$ cat config.mk
export PLATFORM = sky130hd
export DESIGN_NAME = fpDivUnit
export DESIGN_NICKNAME = d
export VERILOG_FILES = /design/src/fpDivFormatPkg.sv /design/src/fpDivCtrlPkg.sv /design/src/fpDivUnit.sv /design/src/divPostProc.sv /design/src/divShiftCalc.sv /design/src/divRecurrence.sv /design/src/divIterCounter.sv /design/src/divSequencer.sv
export VERILOG_INCLUDE_DIRS = /design/src
export SDC_FILE = /design/constraint.sdc
export NUM_CORES = 1
export LEC_CHECK = 0
export ABC_AREA = 1
export BUFFER_PORTS_ARGS = -buffer_cell sky130_fd_sc_hd__clkbuf_2
export CAP_MARGIN = 20
export CORE_MARGIN = 4
export CORE_UTILIZATION = 39
export DETAILED_ROUTE_END_ITERATION = 8
export PLACE_DENSITY = 0.54
export SLEW_MARGIN = 20
export SYNTH_ARGS = -nofsm -noshare
export SYNTH_HDL_FRONTEND = slang
export SYNTH_SLANG_ARGS = --single-unit
$ cat constraint.sdc
create_clock -name clk -period 5.64 [get_ports clk]
set_input_delay 0.282 -clock clk [delete_from_list [all_inputs] [get_ports clk]]
set_output_delay 0.282 -clock clk [all_outputs]
set_load 0.01 [all_outputs]
$ cat src/fpDiv_config.svh
`ifndef FPDIV_CONFIG_SVH
`define FPDIV_CONFIG_SVH

// half-precision-like format
// exponent field width
`define NE 5
// stored fraction width
`define NF 10
// exponent bias
`define BIAS 15

// quotient bits below the integer position
// one guard and one extra bit beyond the fraction
`define DIVb (`NF + 2)

// normalization shifter width
// NF leading zeros, the quotient, one trailing zero
`define NORMSHIFTSZ (`DIVb + 1 + `NF + 1)
// shift amount width, indexes the shifter
`define LOGNORMSHIFTSZ ($clog2(`NORMSHIFTSZ))

// iteration counter width, holds DIVb+1 steps
`define DURLEN ($clog2(`DIVb + 2))

`endif
$ cat src/fpDivFormatPkg.sv
`default_nettype none

`include "fpDiv_config.svh"

package fpDivFormatPkg;

    // biased exponent field
    typedef logic [`NE-1:0] expT;

    // stored fraction, hidden one not included
    typedef logic [`NF-1:0] fracT;

    // significand with the hidden one
    typedef logic [`NF:0] sigT;

    // quotient exponent, two extra bits for range and sign
    // spans roughly -14 to 44 for normal operands
    typedef logic signed [`NE+1:0] quoExpT;

    // packed operand and result word, sign on top
    typedef struct packed {
        logic sign;
        expT  exp;
        fracT frac;
    } fpWordT;

endpackage

`default_nettype wire

$ cat src/fpDivCtrlPkg.sv
`default_nettype none

package fpDivCtrlPkg;

    // sequencer states
    // IDLE waits for start
    // ITER runs the recurrence, one quotient bit per cycle
    // NORM loads the post-processing register
    typedef enum logic [1:0] {
        IDLE,
        ITER,
        NORM
    } divStateT;

    // request sampled with start
    // dividend over divisor
    typedef struct packed {
        fpDivFormatPkg::fpWordT dividend;
        fpDivFormatPkg::fpWordT divisor;
    } divReqT;

    // result returned with done
    // held until the next done
    typedef struct packed {
        fpDivFormatPkg::fpWordT result;
    } divResT;

endpackage

`default_nettype wire

$ cat src/fpDivUnit.sv
`timescale 1ns/100ps
`default_nettype none

`include "fpDiv_config.svh"

module fpDivUnit (
    input  logic                 clk,
    input  logic                 rstN,
    input  logic                 start,
    input  fpDivCtrlPkg::divReqT req,
    output logic                 busy,
    output logic                 done,
    output fpDivCtrlPkg::divResT res
);
    import fpDivFormatPkg::*;

    // sequencer controls
    logic                       load;
    logic                       enable;
    logic                       init;
    logic                       finish;
    logic                       lastStep;

    // recurrence results
    logic [`DIVb:0]             DivQm;
    logic                       sticky;
    quoExpT                     DivQe;
    logic                       sign;

    // shift calculation results
    logic [`LOGNORMSHIFTSZ-1:0] DivShiftAmt;
    logic [`NORMSHIFTSZ-1:0]    DivShiftIn;
    logic                       DivResDenorm;
    logic                       DivDenormShiftPos;

    divSequencer uSeq (
        .clk(clk), .rstN(rstN), .start(start), .lastStep(lastStep),
        .busy(busy), .done(done), .load(load), .enable(enable),
        .init(init), .finish(finish)
    );

    divIterCounter uCnt (
        .clk(clk), .rstN(rstN), .load(load), .enable(enable), .lastStep(lastStep)
    );

    // the counter enable doubles as the recurrence step
    divRecurrence uRec (
        .clk(clk), .rstN(rstN), .init(init), .step(enable), .req(req),
        .DivQm(DivQm), .sticky(sticky), .DivQe(DivQe), .sign(sign)
    );

    divShiftCalc uShift (
        .DivQm(DivQm), .DivQe(DivQe), .DivShiftAmt(DivShiftAmt), .DivShiftIn(DivShiftIn),
        .DivResDenorm(DivResDenorm), .DivDenormShiftPos(DivDenormShiftPos)
    );

    divPostProc uPost (
        .clk(clk), .rstN(rstN), .finish(finish), .DivShiftAmt(DivShiftAmt),
        .DivShiftIn(DivShiftIn), .DivResDenorm(DivResDenorm),
        .DivDenormShiftPos(DivDenormShiftPos), .DivQe(DivQe), .sticky(sticky),
        .sign(sign), .res(res)
    );

endmodule

`default_nettype wire

$ cat src/divPostProc.sv
`timescale 1ns/100ps
`default_nettype none

`include "fpDiv_config.svh"

module divPostProc (
    input  logic                        clk,
    input  logic                        rstN,
    input  logic                        finish,
    input  logic [`LOGNORMSHIFTSZ-1:0]  DivShiftAmt,
    input  logic [`NORMSHIFTSZ-1:0]     DivShiftIn,
    input  logic                        DivResDenorm,
    input  logic                        DivDenormShiftPos,
    input  fpDivFormatPkg::quoExpT      DivQe,
    input  logic                        sticky,
    input  logic                        sign,
    output fpDivCtrlPkg::divResT        res
);
    import fpDivFormatPkg::*;

    logic [`NORMSHIFTSZ-1:0] shifted;
    logic [`NORMSHIFTSZ-1:0] normW;
    logic                    corr;
    logic                    subn;
    logic                    rnd;
    logic                    stk;
    logic                    roundUp;
    logic                    carry;
    logic                    ovf;
    quoExpT                  preExp;
    quoExpT                  expSum;
    fracT                    frac;
    fracT                    fracRnd;
    fpWordT                  word;

    assign shifted = DivShiftIn << DivShiftAmt;

    // normal quotient below one, shift once more and lower the exponent
    assign corr  = ~DivResDenorm & ~shifted[`NORMSHIFTSZ-1];
    assign normW = corr ? {shifted[`NORMSHIFTSZ-2:0], 1'b0} : shifted;

    // DivQe is at least one on the normal path, so this stays non-negative
    assign preExp = DivResDenorm ? '0 : DivQe - {{(`NE+1){1'b0}}, corr};
    // exponent zero also covers a corrected quotient at DivQe of one
    assign subn   = (preExp == '0);

    always_comb begin
        if (subn) begin
            // no hidden one, fraction starts at the msb
            frac = normW[`NORMSHIFTSZ-1 -: `NF];
            // below the representable range the round bit is not real
            rnd  = normW[`NORMSHIFTSZ-1-`NF] & DivDenormShiftPos;
            stk  = (|normW[`NORMSHIFTSZ-2-`NF:0]) | sticky;
        end else begin
            // hidden one at the msb
            frac = normW[`NORMSHIFTSZ-2 -: `NF];
            rnd  = normW[`NORMSHIFTSZ-2-`NF];
            stk  = (|normW[`NORMSHIFTSZ-3-`NF:0]) | sticky;
        end
    end

    // nearest even, ties go to a zero lsb
    assign roundUp = rnd & (stk | frac[0]);
    assign {carry, fracRnd} = {1'b0, frac} + {{`NF{1'b0}}, roundUp};

    // carry out leaves a zero fraction, one more on the exponent
    // for a subnormal this lands exactly on the smallest normal
    assign expSum = preExp + {{(`NE+1){1'b0}}, carry};

    // all ones exponent and above is infinity
    assign ovf = (expSum >= quoExpT'((1 << `NE) - 1));

    always_comb begin
        word.sign = sign;
        word.exp  = ovf ? '1 : expSum[`NE-1:0];
        word.frac = ovf ? '0 : fracRnd;
    end

    always_ff @(posedge clk) begin
        if (!rstN) begin
            res <= '0;
        end else if (finish) begin
            // held until the next division finishes
            res.result <= word;
        end
    end

endmodule

`default_nettype wire

$ cat src/divShiftCalc.sv
`timescale 1ns/100ps
`default_nettype none

`include "fpDiv_config.svh"

module divShiftCalc (
    input  logic [`DIVb:0]               DivQm,
    input  fpDivFormatPkg::quoExpT       DivQe,
    output logic [`LOGNORMSHIFTSZ-1:0]   DivShiftAmt,
    output logic [`NORMSHIFTSZ-1:0]      DivShiftIn,
    output logic                         DivResDenorm,
    output logic                         DivDenormShiftPos
);
    import fpDivFormatPkg::*;

    logic [`LOGNORMSHIFTSZ-1:0] denormShiftAmt;
    quoExpT                     denormShift;

    // zero or negative exponent gives a subnormal or zero result
    assign DivResDenorm = DivQe[`NE+1] | ~|DivQe;

    // subnormal case
    //   integer bit sits NF above the shifter msb window
    //   shifting by NF+DivQe lines it up one place above the subnormal fraction
    //   post-processing takes the fraction one bit higher for exponent zero
    assign denormShift       = quoExpT'(`NF) + DivQe;
    // negative shift means everything lands below the round position
    assign DivDenormShiftPos = ~denormShift[`NE+1];

    // keep the quotient unshifted, all of it then counts as sticky
    assign denormShiftAmt = DivDenormShiftPos ? denormShift[`LOGNORMSHIFTSZ-1:0] : '0;

    // normal case
    //   fixed shift of NF puts the integer bit at the msb
    //   a zero integer bit is fixed up after the shifter, exponent minus one
    assign DivShiftAmt = DivResDenorm ? denormShiftAmt : `LOGNORMSHIFTSZ'(`NF);

    // radix-2 layout only
    // NF zeros on top, the quotient, one spare zero at the bottom
    assign DivShiftIn = {{`NF{1'b0}}, DivQm, {(`NORMSHIFTSZ - `DIVb - 1 - `NF){1'b0}}};

endmodule

`default_nettype wire

$ cat src/divRecurrence.sv
`timescale 1ns/100ps
`default_nettype none

`include "fpDiv_config.svh"

module divRecurrence (
    input  logic                   clk,
    input  logic                   rstN,
    input  logic                   init,
    input  logic                   step,
    input  fpDivCtrlPkg::divReqT   req,
    output logic [`DIVb:0]         DivQm,
    output logic                   sticky,
    output fpDivFormatPkg::quoExpT DivQe,
    output logic                   sign
);
    import fpDivFormatPkg::*;

    // divisor significand, held for the whole division
    sigT            divSig;
    // partial remainder, always below twice the divisor
    logic [`NF+1:0] remR;
    // trial difference, top bit is the borrow
    logic [`NF+2:0] diff;
    logic           qBit;
    logic [`NF+1:0] remNext;

    assign diff = {1'b0, remR} - {2'b00, divSig};
    // no borrow means the divisor fits
    assign qBit = ~diff[`NF+2];

    // restoring step, keep the difference or the old remainder, then double
    // both are below the divisor here, so the top bit drops safely
    assign remNext = qBit ? {diff[`NF:0], 1'b0} : {remR[`NF:0], 1'b0};

    always_ff @(posedge clk) begin
        if (init) begin
            // dividend significand with the hidden one
            remR   <= {1'b0, 1'b1, req.dividend.frac};
            divSig <= {1'b1, req.divisor.frac};
            DivQm  <= '0;
            // biased difference of exponents, may go negative
            DivQe  <= $signed({2'b00, req.dividend.exp}) - $signed({2'b00, req.divisor.exp})
                      + quoExpT'(`BIAS);
            sign   <= req.dividend.sign ^ req.divisor.sign;
        end else if (step) begin
            // msb first, integer bit ends up in DivQm[DIVb]
            DivQm <= {DivQm[`DIVb-1:0], qBit};
            remR  <= remNext;
        end
    end

    // any leftover remainder means the quotient is inexact
    assign sticky = |remR;

    // every step starts below twice the divisor, so each step yields one quotient bit
    remInRange: assert property (
        @(posedge clk) disable iff (!rstN)
        step |-> (remR < {divSig, 1'b0})
    );

endmodule

`default_nettype wire

$ cat src/divIterCounter.sv
`timescale 1ns/100ps
`default_nettype none

`include "fpDiv_config.svh"

module divIterCounter (
    input  logic clk,
    input  logic rstN,
    input  logic load,
    input  logic enable,
    output logic lastStep
);
    logic [`DURLEN-1:0] count;

    always_ff @(posedge clk) begin
        if (!rstN) begin
            count <= '0;
        end else if (load) begin
            // integer bit plus DIVb fraction bits
            count <= `DURLEN'(`DIVb + 1);
        end else if (enable) begin
            count <= count - 1'b1;
        end
    end

    // the step that takes the count from one to zero is the last
    assign lastStep = (count == `DURLEN'(1));

    // sequencer must leave ITER before the counter runs dry
    noStepAtZero: assert property (
        @(posedge clk) disable iff (!rstN)
        enable |-> (count != '0)
    );

endmodule

`default_nettype wire

$ cat src/divSequencer.sv
`timescale 1ns/100ps
`default_nettype none

`include "fpDiv_config.svh"

module divSequencer (
    input  logic clk,
    input  logic rstN,
    input  logic start,
    input  logic lastStep,
    output logic busy,
    output logic done,
    output logic load,
    output logic enable,
    output logic init,
    output logic finish
);
    import fpDivCtrlPkg::*;

    divStateT state;
    divStateT stateNext;
    logic     accept;

    // start only counts in IDLE
    assign accept = (state == IDLE) & start;

    always_comb begin
        stateNext = state;
        case (state)
            IDLE: if (start) stateNext = ITER;
            // stay until the counter flags its last step
            ITER: if (lastStep) stateNext = NORM;
            NORM: stateNext = IDLE;
            default: stateNext = IDLE;
        endcase
    end

    always_ff @(posedge clk) begin
        if (!rstN) begin
            state <= IDLE;
            done  <= 1'b0;
        end else begin
            state <= stateNext;
            // done follows the NORM cycle, result register loads on the same edge
            done  <= (state == NORM);
        end
    end

    assign busy   = (state != IDLE);
    // counter load and operand capture share the accept edge
    assign load   = accept;
    assign init   = accept;
    // one quotient bit per ITER cycle
    assign enable = (state == ITER);
    assign finish = (state == NORM);

    // a single-cycle done strobe
    doneSinglePulse: assert property (
        @(posedge clk) disable iff (!rstN)
        done |=> !done
    );

    // a start while busy neither restarts nor shortens the running division
    startIgnoredBusy: assert property (
        @(posedge clk) disable iff (!rstN)
        accept |-> ##(`DIVb + 3) done
    );

endmodule

`default_nettype wire

# Word-level counts from Yosys, hierarchy flattened
# Cells that the tools add are included.
[totals]
reg_bits = 66
in_bits = 35
output_inout_bits = 18
[op_classes]
n_addsub = 8
order_cmp = 1
eq_ne = 5
shift = 1
muxes = 17
bitwise = 14
n_reduce_logical = 11
[op_table]
columns = ["operator", "n"]
rows = [
  ["2-to-1 mux 10 bit", 4],
  ["2-to-1 mux 24 bit", 1],
  ["OR reduction 12 bit", 2],
  ["<< shifter 14 x 5 -> 24 bit", 1],
  ["2-to-1 mux 5 bit", 3],
  ["OR reduction 13 bit", 1],
  ["subtractor 12 x 11 -> 13 bit", 1],
  ["2-to-1 mux 12 bit", 1],
  ["adder 10 x 1 -> 11 bit", 1],
  ["2-to-1 mux 4 bit", 2],
  ["adder 5 x 7 -> 7 bit, first input constant", 1],
  ["adder 7 x 1 -> 7 bit", 1],
  ["adder 7 x 5 -> 7 bit, second input constant", 1],
  ["greater-or-equal comparator 7 x 6 -> 1 bit, second input constant", 1],
  ["zero test 7 bit", 1],
  ["2-to-1 mux 7 bit", 1],
  ["OR reduction 7 bit", 1],
  ["subtractor 7 x 1 -> 7 bit", 1],
  ["subtractor 5 x 5 -> 6 bit", 1],
  ["inverter 1 bit", 5],
  ["bitwise AND 1 bit", 4],
  ["equality test 4 x 1 -> 1 bit, second input constant", 1],
  ["2-to-1 mux 2 bit", 2],
  ["OR 1 bit", 4],
  ["13 further kinds", 15],
]

# Logic depth before layout (Yosys ltp)
# Gate-level depths: netlist of the first run.
[logic_depth]
ltp_word = 17
depth_mapped = 42
depth_no_buf = 39

# Cells and area by module
# From an unflattened synthesis of the first run, not the netlist that was laid out.
[hier_totals]
cells_unflattened = 898
area_unflattened_um2 = 5918.2
[modules_own_cells]
columns = ["module", "n_inst", "cells_each", "area_each_um2", "seq_area_each_um2"]
rows = [
  ["divPostProc", 1, 482, 2666.3, 320.3],
  ["divRecurrence", 1, 314, 2538.7, 1141.1],
  ["divShiftCalc", 1, 53, 349.1, 0.0],
  ["divIterCounter", 1, 31, 230.2, 80.1],
  ["divSequencer", 1, 18, 133.9, 60.1],
]

# Worst setup path after synthesis of the first run
# OpenSTA, ideal clock, no wires.
[synth_path]
path_kind = "register to register"
start = "register uRec.DivQe[3]"
end = "register uPost.res[5] (netlist name)"
setup_time_ps = 132
t_arrival_ps = 4683
required_ps = 5508
setup_slack_ps = 825
path_stages_with_launch = 41
synth_period_minus_slack_ps = 4815
path_cell_list = "edfxtp_1 inv_2 nand2_2 nor2_1 nand2_1 nand2_2 buf_6 nand2_4 nand2_1 nand3_2 nand3_2 inv_2 buf_6 ha_1 nand2_1 nor2_1 xor2_1 nor2_1 (+5 left out) nand2_1 inv_2 ha_1 nand2_2 nor2_4 nand3_1 nor2_1 ha_1 nand3_1 o21a_1 nor2_1 nand4_1 nor2_1 nor2_1 o21ai_2 inv_2 nand3_1 a21oi_1"
[synth_via]
elab_chain_len = 17
elab_cells_between_ends = 29
[synth_lines]
columns = ["item", "line_no", "source"]
rows = [
  ["start: declaration", "divRecurrence.sv:14", "output fpDivFormatPkg::quoExpT DivQe,"],
  ["start signal: assignment", "divRecurrence.sv:43", "DivQe <= $signed({2'b00, req.dividend.exp}) - $signed({2'b00, req.divisor.exp})"],
  ["branches (longest 16 deep; another with adder 5 x 7 -> 7 bit)", "--", ""],
  ["2-to-1 mux 10 bit (*)", "divPostProc.sv:76", "word.frac = ovf ? '0 : fracRnd;"],
]
# Mark *: on every way between the ends.
# A chain may end at the register's enable or synchronous reset.

# Worst setup path after layout of the first run
[layout_path]
start = "register uRec.DivQe[3]"
end = "register uPost.res[9] (netlist name)"
[layout_via]
elab_chain_len = 17
elab_cells_between_ends = 29
[layout_lines]
columns = ["item", "line_no"]
rows = [
  ["branches (longest 16 deep; another with adder 5 x 7 -> 7 bit)", "--"],
  ["2-to-1 mux 10 bit (*)", "divPostProc.sv:76"],
]
# Marks and branches as above.

==> impl_metrics.py, run 1 <==
metrics = {
    "outcome": {
        "status": "finished clean",
    },
    "grt": {
        "grt_pass1_vias": 4371,
        "globalRouteOverflowTotal": 0,
        "grt_max_degree": 33,
        "grt_use_total_pct": 17.2,
        "antenna_found_initial": 0,
        "grt_pass1_wl_um": 20300,
    },
    "cells_and_area": {
        "area_delta_synth_final_pct": 19.1,
        "final_nets": 822,
        "drive_gt1_share_pct": 20.5,
        "n_antenna_cell": 0,
        "fillerInstances": 1266,
        "final_cells": 933,
        "multiInputGateArea_um2": 2940,
        "seqCellArea_um2": 1600,
        "finish.utilization_pct": 48.3,
    },
    "logic_synthesis": {
        "synth_fa_ha_area_share_pct": 7.12,
        "synth_compound_area_share_pct": 11.3,
        "synthSimpleGateAreaFrac_pct": 34.7,
        "ys_types": 47,
        "synth.most_common_cell": "nand2_1",
        "synthCells": 696,
        "synthArstFlopShare_pct": 0,
        "ys_ff_latch": 66,
        "ys.flop_type": "dfxtp_1",
        "synth_top_family_by_area": "simple AND/OR/NAND/NOR gates",
        "yosysTopAreaCellShare_pct": 17.0,
        "syn_area_per_cell_um2": 7.12,
        "ys.warnings.count": 0,
        "synth-seq-area-share_pct": 32.3,
        "syn-cell-area_um2": 4950,
        "yosys.area.top_type": "edfxtp_1",
        "synthTopCellsByArea": "edfxtp_1 17%, dfxtp_1 15%, nand2_1 12%",
        "syn_nets": 758,
        "synth_common_cells": "162 x nand2_1, 94 x nand3_1, 80 x inv_1",
        "synthXorXnorAreaFrac_pct": 4.24,
        "synth.area.mux_share_pct": 0,
        "synth_edf_count": 28,
    },
    "route": {
        "num_vias": 4763,
        "viasPerCell": 5.11,
        "dr.first_iter.drc_count": 310,
        "wl_per_cell_um": 13.2,
        "drc": 0,
        "final_antenna_net_count": 0,
        "drt_pre_antenna_iters": 5,
        "wirelength_um": 12300,
    },
    "critical_path": {
        "cp_max_fo": 8,
        "crit_required_ns": 5.84,
        "cp_slowest_cell": "edfxtp_1",
        "arrival_ns": 5.44,
        "worstSetupPathType": "flip-flop to flip-flop",
        "crit_path_end_kind": "flip-flop",
        "slowest_delay_ns": 0.51,
        "r2r_slack_ns": 0.40,
        "critPathLaunchType": "flip-flop",
    },
    "clock_network": {
        "cts.sinks": 66,
        "cts_buffers": 9,
        "insertion_delay_ns": 0.34,
        "root_buffer": "clkbuf_16",
        "cts_max_level": 3,
        "clkSlewWorstSetupHoldPaths_ns": 0.05,
        "cts-hold-fix-buffers": 0,
        "cts_tree": "yes",
        "clk_path_buf_depth": 2,
    },
    "die": {
        "start_util_pct": 40.6,
        "die_h_um": 121,
        "ioPinCount": 53,
        "rows": 40,
        "design.core.area_um2": 12200,
        "die-area_um2": 14600,
        "fp.dieW_um": 121,
    },
    "power_and_ir_drop": {
        "powerDensity_nw_per_um2": 362,
        "leakage_nw": 2.81,
        "p_sw_mw": 0.844,
        "total_power_mw": 2.14,
        "pwr-share-clk_pct": 27.4,
        "ir_drop_v": 0.000253,
        "swShare_pct": 39.5,
        "pwr-share-seq_pct": 28.9,
        "power.internal_mw": 1.29,
        "combPwrFrac_pct": 43.7,
    },
    "timing": {
        "slew_viol_final": 0,
        "finalHoldViolations": 0,
        "fin_crit_sh_pct": 93.0,
        "max-slew-margin-rel_pct": 31.9,
        "period_minus_slack_ns": 5.24,
        "fin_skew_ns": 0.00689,
        "max_freq_mhz": 191,
        "setup_viol": 0,
        "setup_tns_ns": 0,
        "holdWs_ns": 0.114,
        "worstMarginPinSlew_ns": 1.02,
    },
    "placement": {
        "hpwl_um": 9210,
        "port_buffers": 52,
        "place_congestion": 0.861,
        "dp.cells": 898,
    },
    "hold_path": {
        "hold_path_class": "input port to flip-flop",
    },
    "run": {
        "drv_cap": 0,
    },
}
-- power by group through the flow --
stage	Combinational [mW]	Clock, mW	Sequential, mW
floorplan	0.708	0	0.612
global placement	0.876	0	0.624
detailed placement	0.877	0	0.624
CTS	0.881	0.604	0.615
global route	1.06	0.626	0.623
finish	0.934	0.586	0.617
-- sequential cells by signal, indices dropped and copies added, names as in the netlist --
| register | cells |
|---|---|
| uPost.res | 16 |
| uCnt.count | 4 |
| uSeq.state | 2 |
| uRec.sign | 1 |
| uRec.DivQe | 7 |
| uRec.DivQm | 13 |
| uSeq.done | 1 |
| uRec.remR | 12 |
| uRec.divSig | 10 |
-- worst paths after layout --
path                                                start  cells past startpoint                         to
worst max register to register    uRec.DivQe[3]$_DFFE_PP_                     37  uPost.res[9]$_SDFFE_PN0P_
worst min register to register  uPost.res[4]$_SDFFE_PN0P_                      2  uPost.res[4]$_SDFFE_PN0P_
worst max-delay path              uRec.DivQe[3]$_DFFE_PP_                     37  uPost.res[9]$_SDFFE_PN0P_
worst min-delay path                               req[0]                      1   uRec.divSig[0]$_DFFE_PP_
-- per-stage QoR --
step           cell area [um2]  worst slack, ns
2_1_floorplan             4950            0.825
4_1_cts                   5630            0.136
6_report                  5900            0.397
3_5_place_dp              5320            0.185
3_3_place_gp              5320            0.364
5_1_grt                   5900          -0.0631
-- critical path: cells and delay by family (launching register included) --
family	cells	cell delay, ns
simple gates	25	2.75
compound gates	4	0.67
fa+ha+maj	3	0.56
flops	1	0.51
buf+inv	4	0.41
xor+xnor	1	0.21
-- cell type report --
class / count / area share (%)
clock inverter: 6 / 1.38
sequential: 66 / 27.1
tap: 168 / 3.56
inverter: 91 / 6.02
timing repair buffer: 78 / 8.12
multi-input combinational: 514 / 49.9
clock buffer: 10 / 3.88
-- layout by cell type, fill, tap and decap left out, drive strengths merged --
cell,n
o31ai,1
o21a,2
or4,1
nand3b,3
bufinv,2
or2,1
edfxtp,28
nor3b,1
a21boi,2
nor2,49
a41oi,1
inv,88
fa,2
a21oi,34
dfxtp,38
clkinv,5
a31oi,2
o21ai,34
o221ai,4
buf,26
nor3,3
nand4,20
o21bai,2
nand3,101
and2,4
xor2,17
or3,1
nor4,2
o211ai,2
o22ai,14
nand2,179
clkinvlp,2
ha,25
xnor2,7
clkbuf,62
-- per-layer routing --
layer / vias up / GRT usage, % / wire length (um)
li1: 2462 / - / -
met1: 2180 / 21.6 / 5600
met2: 101 / 28.8 / 5920
met3: 20 / 4.16 / 554
met4: 0 / 6.02 / 250
met5: - / 0 / 0
-- cell families (layout without fill, tap and decap cells) --
| family | count (synthesis) | in the layout |
|---|---|---|
| AND/OR/NAND/NOR | 364 | 365 |
| buffers and inverters | 117 | 185 |
| AO/OA/AOI/OAI | 98 | 98 |
| flip-flops | 66 | 66 |
| adder cells (fa/ha/maj) | 27 | 27 |
| XOR/XNOR | 24 | 24 |
-- timing repair --
item / CTS / global route
resized for setup: 0 / 28
setup endpoints to repair: 0 / 15
setup buffers: 0 / 17
(Power assumes the default switching activity.)
==> inputs of run 2 (changes only) <==
Settings changed: REMOVE_ABC_BUFFERS from default to 1.
==> impl_metrics.py, run 2 (synthesis results as in run 1) <==
metrics = {
    "outcome": {
        "status": "finished clean",
    },
    "grt": {
        "grt_max_degree": 26,
        "globalRouteOverflowTotal": 0,
        "grt_use_total_pct": 17.4,
        "antenna_found_initial": 0,
        "grt_pass1_wl_um": 20700,
        "grt_pass1_vias": 4460,
    },
    "critical_path": {
        "crit_path_end_kind": "flip-flop",
        "cp_slowest_cell": "edfxtp_1",
        "cp_max_fo": 7,
        "crit_required_ns": 5.86,
        "critPathLaunchType": "flip-flop",
        "worstSetupPathType": "flip-flop to flip-flop",
        "timing.critical_path.mode_cell": "nand2_1",
        "slowest_delay_ns": 0.51,
        "arrival_ns": 5.48,
    },
    "route": {
        "final_antenna_net_count": 0,
        "drt_pre_antenna_iters": 6,
        "dr.first_iter.drc_count": 327,
        "wirelength_um": 12500,
        "num_vias": 4704,
        "drc": 0,
        "wl_per_cell_um": 13.4,
        "viasPerCell": 5.04,
    },
    "cells_and_area": {
        "design_area_um2": 5860,
        "final_nets": 823,
        "final_cell_mix": "161 x nand2_1, 91 x nand3_1, 80 x inv_1",
        "drive_gt1_share_pct": 19.5,
        "n_antenna_cell": 0,
        "area_delta_synth_final_pct": 18.4,
        "layout_commonest_cell": "nand2_1",
        "largest_reg_flops": 16,
        "largest_register": "uPost.res",
        "finish.utilization_pct": 48.0,
        "top_regs": "uPost.res x16, uRec.DivQm x13, uRec.remR x12",
    },
    "timing": {
        "max_freq_mhz": 190,
        "worstMarginPinSlew_ns": 0.969,
        "setup_viol": 0,
        "fin_crit_sh_pct": 93.3,
        "fin_skew_ns": 0.00556,
        "setup_tns_ns": 0,
        "slew_viol_final": 0,
        "period_minus_slack_ns": 5.26,
        "finalHoldViolations": 0,
        "holdWs_ns": 0.119,
        "max-slew-margin-rel_pct": 35.2,
    },
    "power_and_ir_drop": {
        "leakage_nw": 2.80,
        "ir_drop_v": 0.000243,
        "total_power_mw": 2.10,
        "powerDensity_nw_per_um2": 358,
    },
    "die": {
        "start_util_pct": 40.6,
        "ioPinCount": 53,
        "die-area_um2": 14600,
        "fp.dieW_um": 121,
        "die_h_um": 121,
        "rows": 40,
        "design.core.area_um2": 12200,
    },
    "clock_network": {
        "cts_buffers": 9,
        "cts_max_level": 3,
        "cts.sinks": 66,
        "clk_path_buf_depth": 2,
        "cts-hold-fix-buffers": 0,
        "root_buffer": "clkbuf_16",
        "insertion_delay_ns": 0.33,
        "cts_tree": "yes",
        "clkSlewWorstSetupHoldPaths_ns": 0.06,
    },
    "placement": {
        "port_buffers": 52,
        "placed_cell_area_um2": 5330,
        "hpwl_um": 9350,
        "place_congestion": 0.915,
    },
    "hold_path": {
        "hold_path_class": "input port to flip-flop",
    },
    "run": {
        "drv_cap": 0,
    },
}
==> run 2: cell count changes in the layout (fill, tap and decap cells not counted), moves of 2 or more <==
cell	delta
xor2_2	-2
inv_1	+4
buf_4	+2
xor2_1	+2
clkbuf_1	+2
clkinvlp_4	-2
==> run 2: what timing repair did <==
item | in CTS | in global routing
gates resized for setup | 0 | 23
setup endpoints to repair | 0 | 15
buffers inserted | 0 | 17
==> run 2: final timing paths <==
path / slack, ns / startpoint / depth (start not counted) / end
worst min register to register: 0.46 / uPost.res[1]$_SDFFE_PN0P_ / 2 / uPost.res[1]$_SDFFE_PN0P_
worst max-delay path: 0.38 / uRec.DivQe[3]$_DFFE_PP_ / 37 / uPost.res[10]$_SDFFE_PN0P_
worst min-delay path: 0.12 / req[7] / 1 / uRec.divSig[7]$_DFFE_PP_
worst max register to register: 0.38 / uRec.DivQe[3]$_DFFE_PP_ / 37 / uPost.res[10]$_SDFFE_PN0P_
==> run 2: where the power goes <==
| part | internal [mW] | switching, mW | total (mW) |
|---|---|---|---|
| logic | 0.341 | 0.606 | 0.947 |
| clock network | 0.339 | 0.198 | 0.537 |
| registers | 0.574 | 0.0431 | 0.617 |
| total | 1.25 | 0.847 | 2.10 |
==> run 2: critical path: cells and delay by family, from the launching register on <==
kind	cells	cell delay, ns
buf+inv	6	0.65
flops	1	0.51
compound gates	3	0.38
simple gates	23	2.66
fa+ha+maj	3	0.54
xor+xnor	2	0.39
==> run 2: layout make-up <==
class / count / area [um2]
fill: 1258 / 6350
tap: 168 / 210
clock inverter: 4 / 42.5
clock buffer: 12 / 236
sequential: 66 / 1600
timing repair buffer: 79 / 475
multi-input combinational: 514 / 2950
inverter: 91 / 349
==> run 2: routing by layer <==
| metal | global-route usage (%) | vias up | share of wire, % |
|---|---|---|---|
| met5 | 0 | - | 0 |
| met4 | 5.38 | 0 | 1.8 |
| met3 | 4.16 | 19 | 4.8 |
| met2 | 29.0 | 114 | 48 |
| met1 | 22.2 | 2115 | 45 |
| li1 | - | 2456 | - |
==> run 2: stage by stage <==
stage | std cells | setup WS, ns
after floorplan | 670 | 0.243
after CTS | 916 | 0.169
final | 934 | 0.380
after global routing | 934 | -0.0977
after detailed placement | 900 | 0.211
after global placement | 900 | 0.446
==> inputs of run 3 (changes only) <==
Settings changed: CTS_BUF_LIST from default to sky130_fd_sc_hd__clkbuf_4.
==> impl_metrics.py, run 3 (synthesis results as in run 1) <==
metrics = {
    "route": {
        "num_vias": 4755,
        "wl_per_cell_um": 13.4,
        "final_antenna_net_count": 0,
        "wirelength_um": 12600,
        "drc": 0,
        "drt_pre_antenna_iters": 5,
        "dr.first_iter.drc_count": 265,
        "viasPerCell": 5.04,
    },
    "cells_and_area": {
        "final_cell_mix": "160 x nand2_1, 91 x nand3_1, 80 x inv_1",
        "layout_commonest_cell": "nand2_1",
        "fillerInstances": 1274,
        "largest_register": "uPost.res",
        "top_regs": "uPost.res x16, uRec.DivQm x13, uRec.remR x12",
        "area_delta_synth_final_pct": 17.8,
        "final_cells": 944,
        "drive_gt1_share_pct": 20.0,
        "finish.utilization_pct": 47.8,
        "n_antenna_cell": 0,
        "final_nets": 833,
        "design_area_um2": 5830,
        "largest_reg_flops": 16,
    },
    "power_and_ir_drop": {
        "pwr-share-clk_pct": 16.7,
        "combPwrFrac_pct": 50.7,
        "leakage_nw": 2.79,
        "swShare_pct": 43.5,
        "ir_drop_v": 0.000205,
        "total_power_mw": 1.89,
        "powerDensity_nw_per_um2": 323,
        "power.internal_mw": 1.07,
        "pwr-share-seq_pct": 32.7,
        "p_sw_mw": 0.821,
    },
    "clock_network": {
        "cts_tree": "yes",
        "root_buffer": "clkbuf_4",
        "cts_max_level": 3,
        "clk_path_buf_depth": 2,
        "clkSlewWorstSetupHoldPaths_ns": 0.11,
        "cts.sinks": 66,
        "cts_buffers": 9,
        "insertion_delay_ns": 0.44,
    },
    "timing": {
        "fin_skew_ns": 0.0173,
        "max_freq_mhz": 190,
        "period_minus_slack_ns": 5.27,
        "max-slew-margin-rel_pct": 34.8,
        "setup_viol": 0,
        "fin_crit_sh_pct": 93.5,
        "setup_tns_ns": 0,
        "worstMarginPinSlew_ns": 0.976,
        "holdWs_ns": 0.129,
        "slew_viol_final": 0,
        "finalHoldViolations": 0,
        "fin_ws_ns": 0.369,
    },
    "placement": {
        "dp.cells": 900,
        "dp_slack_ns": 0.211,
        "port_buffers": 52,
        "hpwl_um": 9350,
        "place_congestion": 0.915,
        "placed_cell_area_um2": 5330,
    },
    "critical_path": {
        "cp_max_fo": 7,
        "worstSetupPathType": "flip-flop to flip-flop",
        "timing.critical_path.mode_cell": "nand2_1",
        "crit_path_end_kind": "flip-flop",
        "crit_start": "uRec.DivQe[3]$_DFFE_PP_",
        "critPathLaunchType": "flip-flop",
        "arrival_ns": 5.66,
        "cp_slowest_cell": "edfxtp_1",
        "worstReg2RegStart": "uRec.DivQe[3]$_DFFE_PP_",
        "slowest_delay_ns": 0.53,
        "crit_required_ns": 6.03,
    },
    "grt": {
        "grt_use_met1_pct": 22.2,
        "grt_pass1_vias": 4502,
        "grt_max_degree": 26,
        "busiest_layer": "met2",
        "antenna_found_initial": 0,
        "grt_util_met2_pct": 29.3,
        "grt_pass1_wl_um": 20800,
        "grt_use_total_pct": 17.5,
        "globalRouteOverflowTotal": 0,
        "grtUsageMet3_pct": 3.88,
    },
    "outcome": {
        "status": "finished clean",
    },
    "die": {
        "rows": 40,
        "die-area_um2": 14600,
        "design.core.area_um2": 12200,
        "ioPinCount": 53,
        "fp.dieW_um": 121,
        "start_util_pct": 40.6,
        "die_h_um": 121,
    },
    "hold_path": {
        "hold_path_class": "input port to flip-flop",
        "hold_start": "req[22]",
    },
    "run": {
        "drv_cap": 0,
    },
}
[run 3: cell type report]
cell class | count | area [um2] | share of cell area (%)
Sequential cell | 66 | 1600 | 27.5
Tap cell | 168 | 210 | 3.60
Timing Repair Buffer | 89 | 579 | 9.93
Multi-Input combinational cell | 514 | 2960 | 50.8
Clock buffer | 12 | 90.1 | 1.54
Inverter | 91 | 349 | 5.98
Clock inverter | 4 | 42.5 | 0.729
[run 3: power groups by stage]
stage	Sequential, mW	Combinational [mW]	Clock [mW]
floorplan	0.612	0.668	0
global placement	0.625	0.883	0
detailed placement	0.626	0.883	0
CTS	0.615	0.892	0.331
global route	0.624	1.09	0.348
finish	0.616	0.956	0.315
[run 3: worst max-delay path, delay by kind of cell, from the launching register on]
kind / cells / cell delay [ns]
xor gates and xnor gates: 1 / 0.19
buffers and inverters: 6 / 0.66
adders and majority gates: 3 / 0.53
and+or+nand+nor: 24 / 2.60
AOI/OAI and AO/OA: 4 / 0.72
DFF: 1 / 0.53
[run 3: final timing paths]
kind / endpoint / slack (ns) / cells past startpoint
setup / recovery: uPost.res[11]$_SDFFE_PN0P_ / 0.37 / 38
hold / removal: uRec.remR[6]$_DFFE_PP_ / 0.13 / 3
setup reg to reg: uPost.res[11]$_SDFFE_PN0P_ / 0.37 / 38
hold reg to reg: uPost.res[1]$_SDFFE_PN0P_ / 0.47 / 2
[run 3: what timing repair did]
action,in CTS,in global routing
endpoints found under the setup margin,0,15
hold buffers,10,0
setup buffers,0,17
endpoints found under the hold margin,10,0
resized for setup,0,27
[run 3: metal layers]
metal	up-vias	part of all wire, %
met2	100	48
met5	-	0
met1	2160	46
met3	22	4.2
li1	2473	-
met4	0	1.9
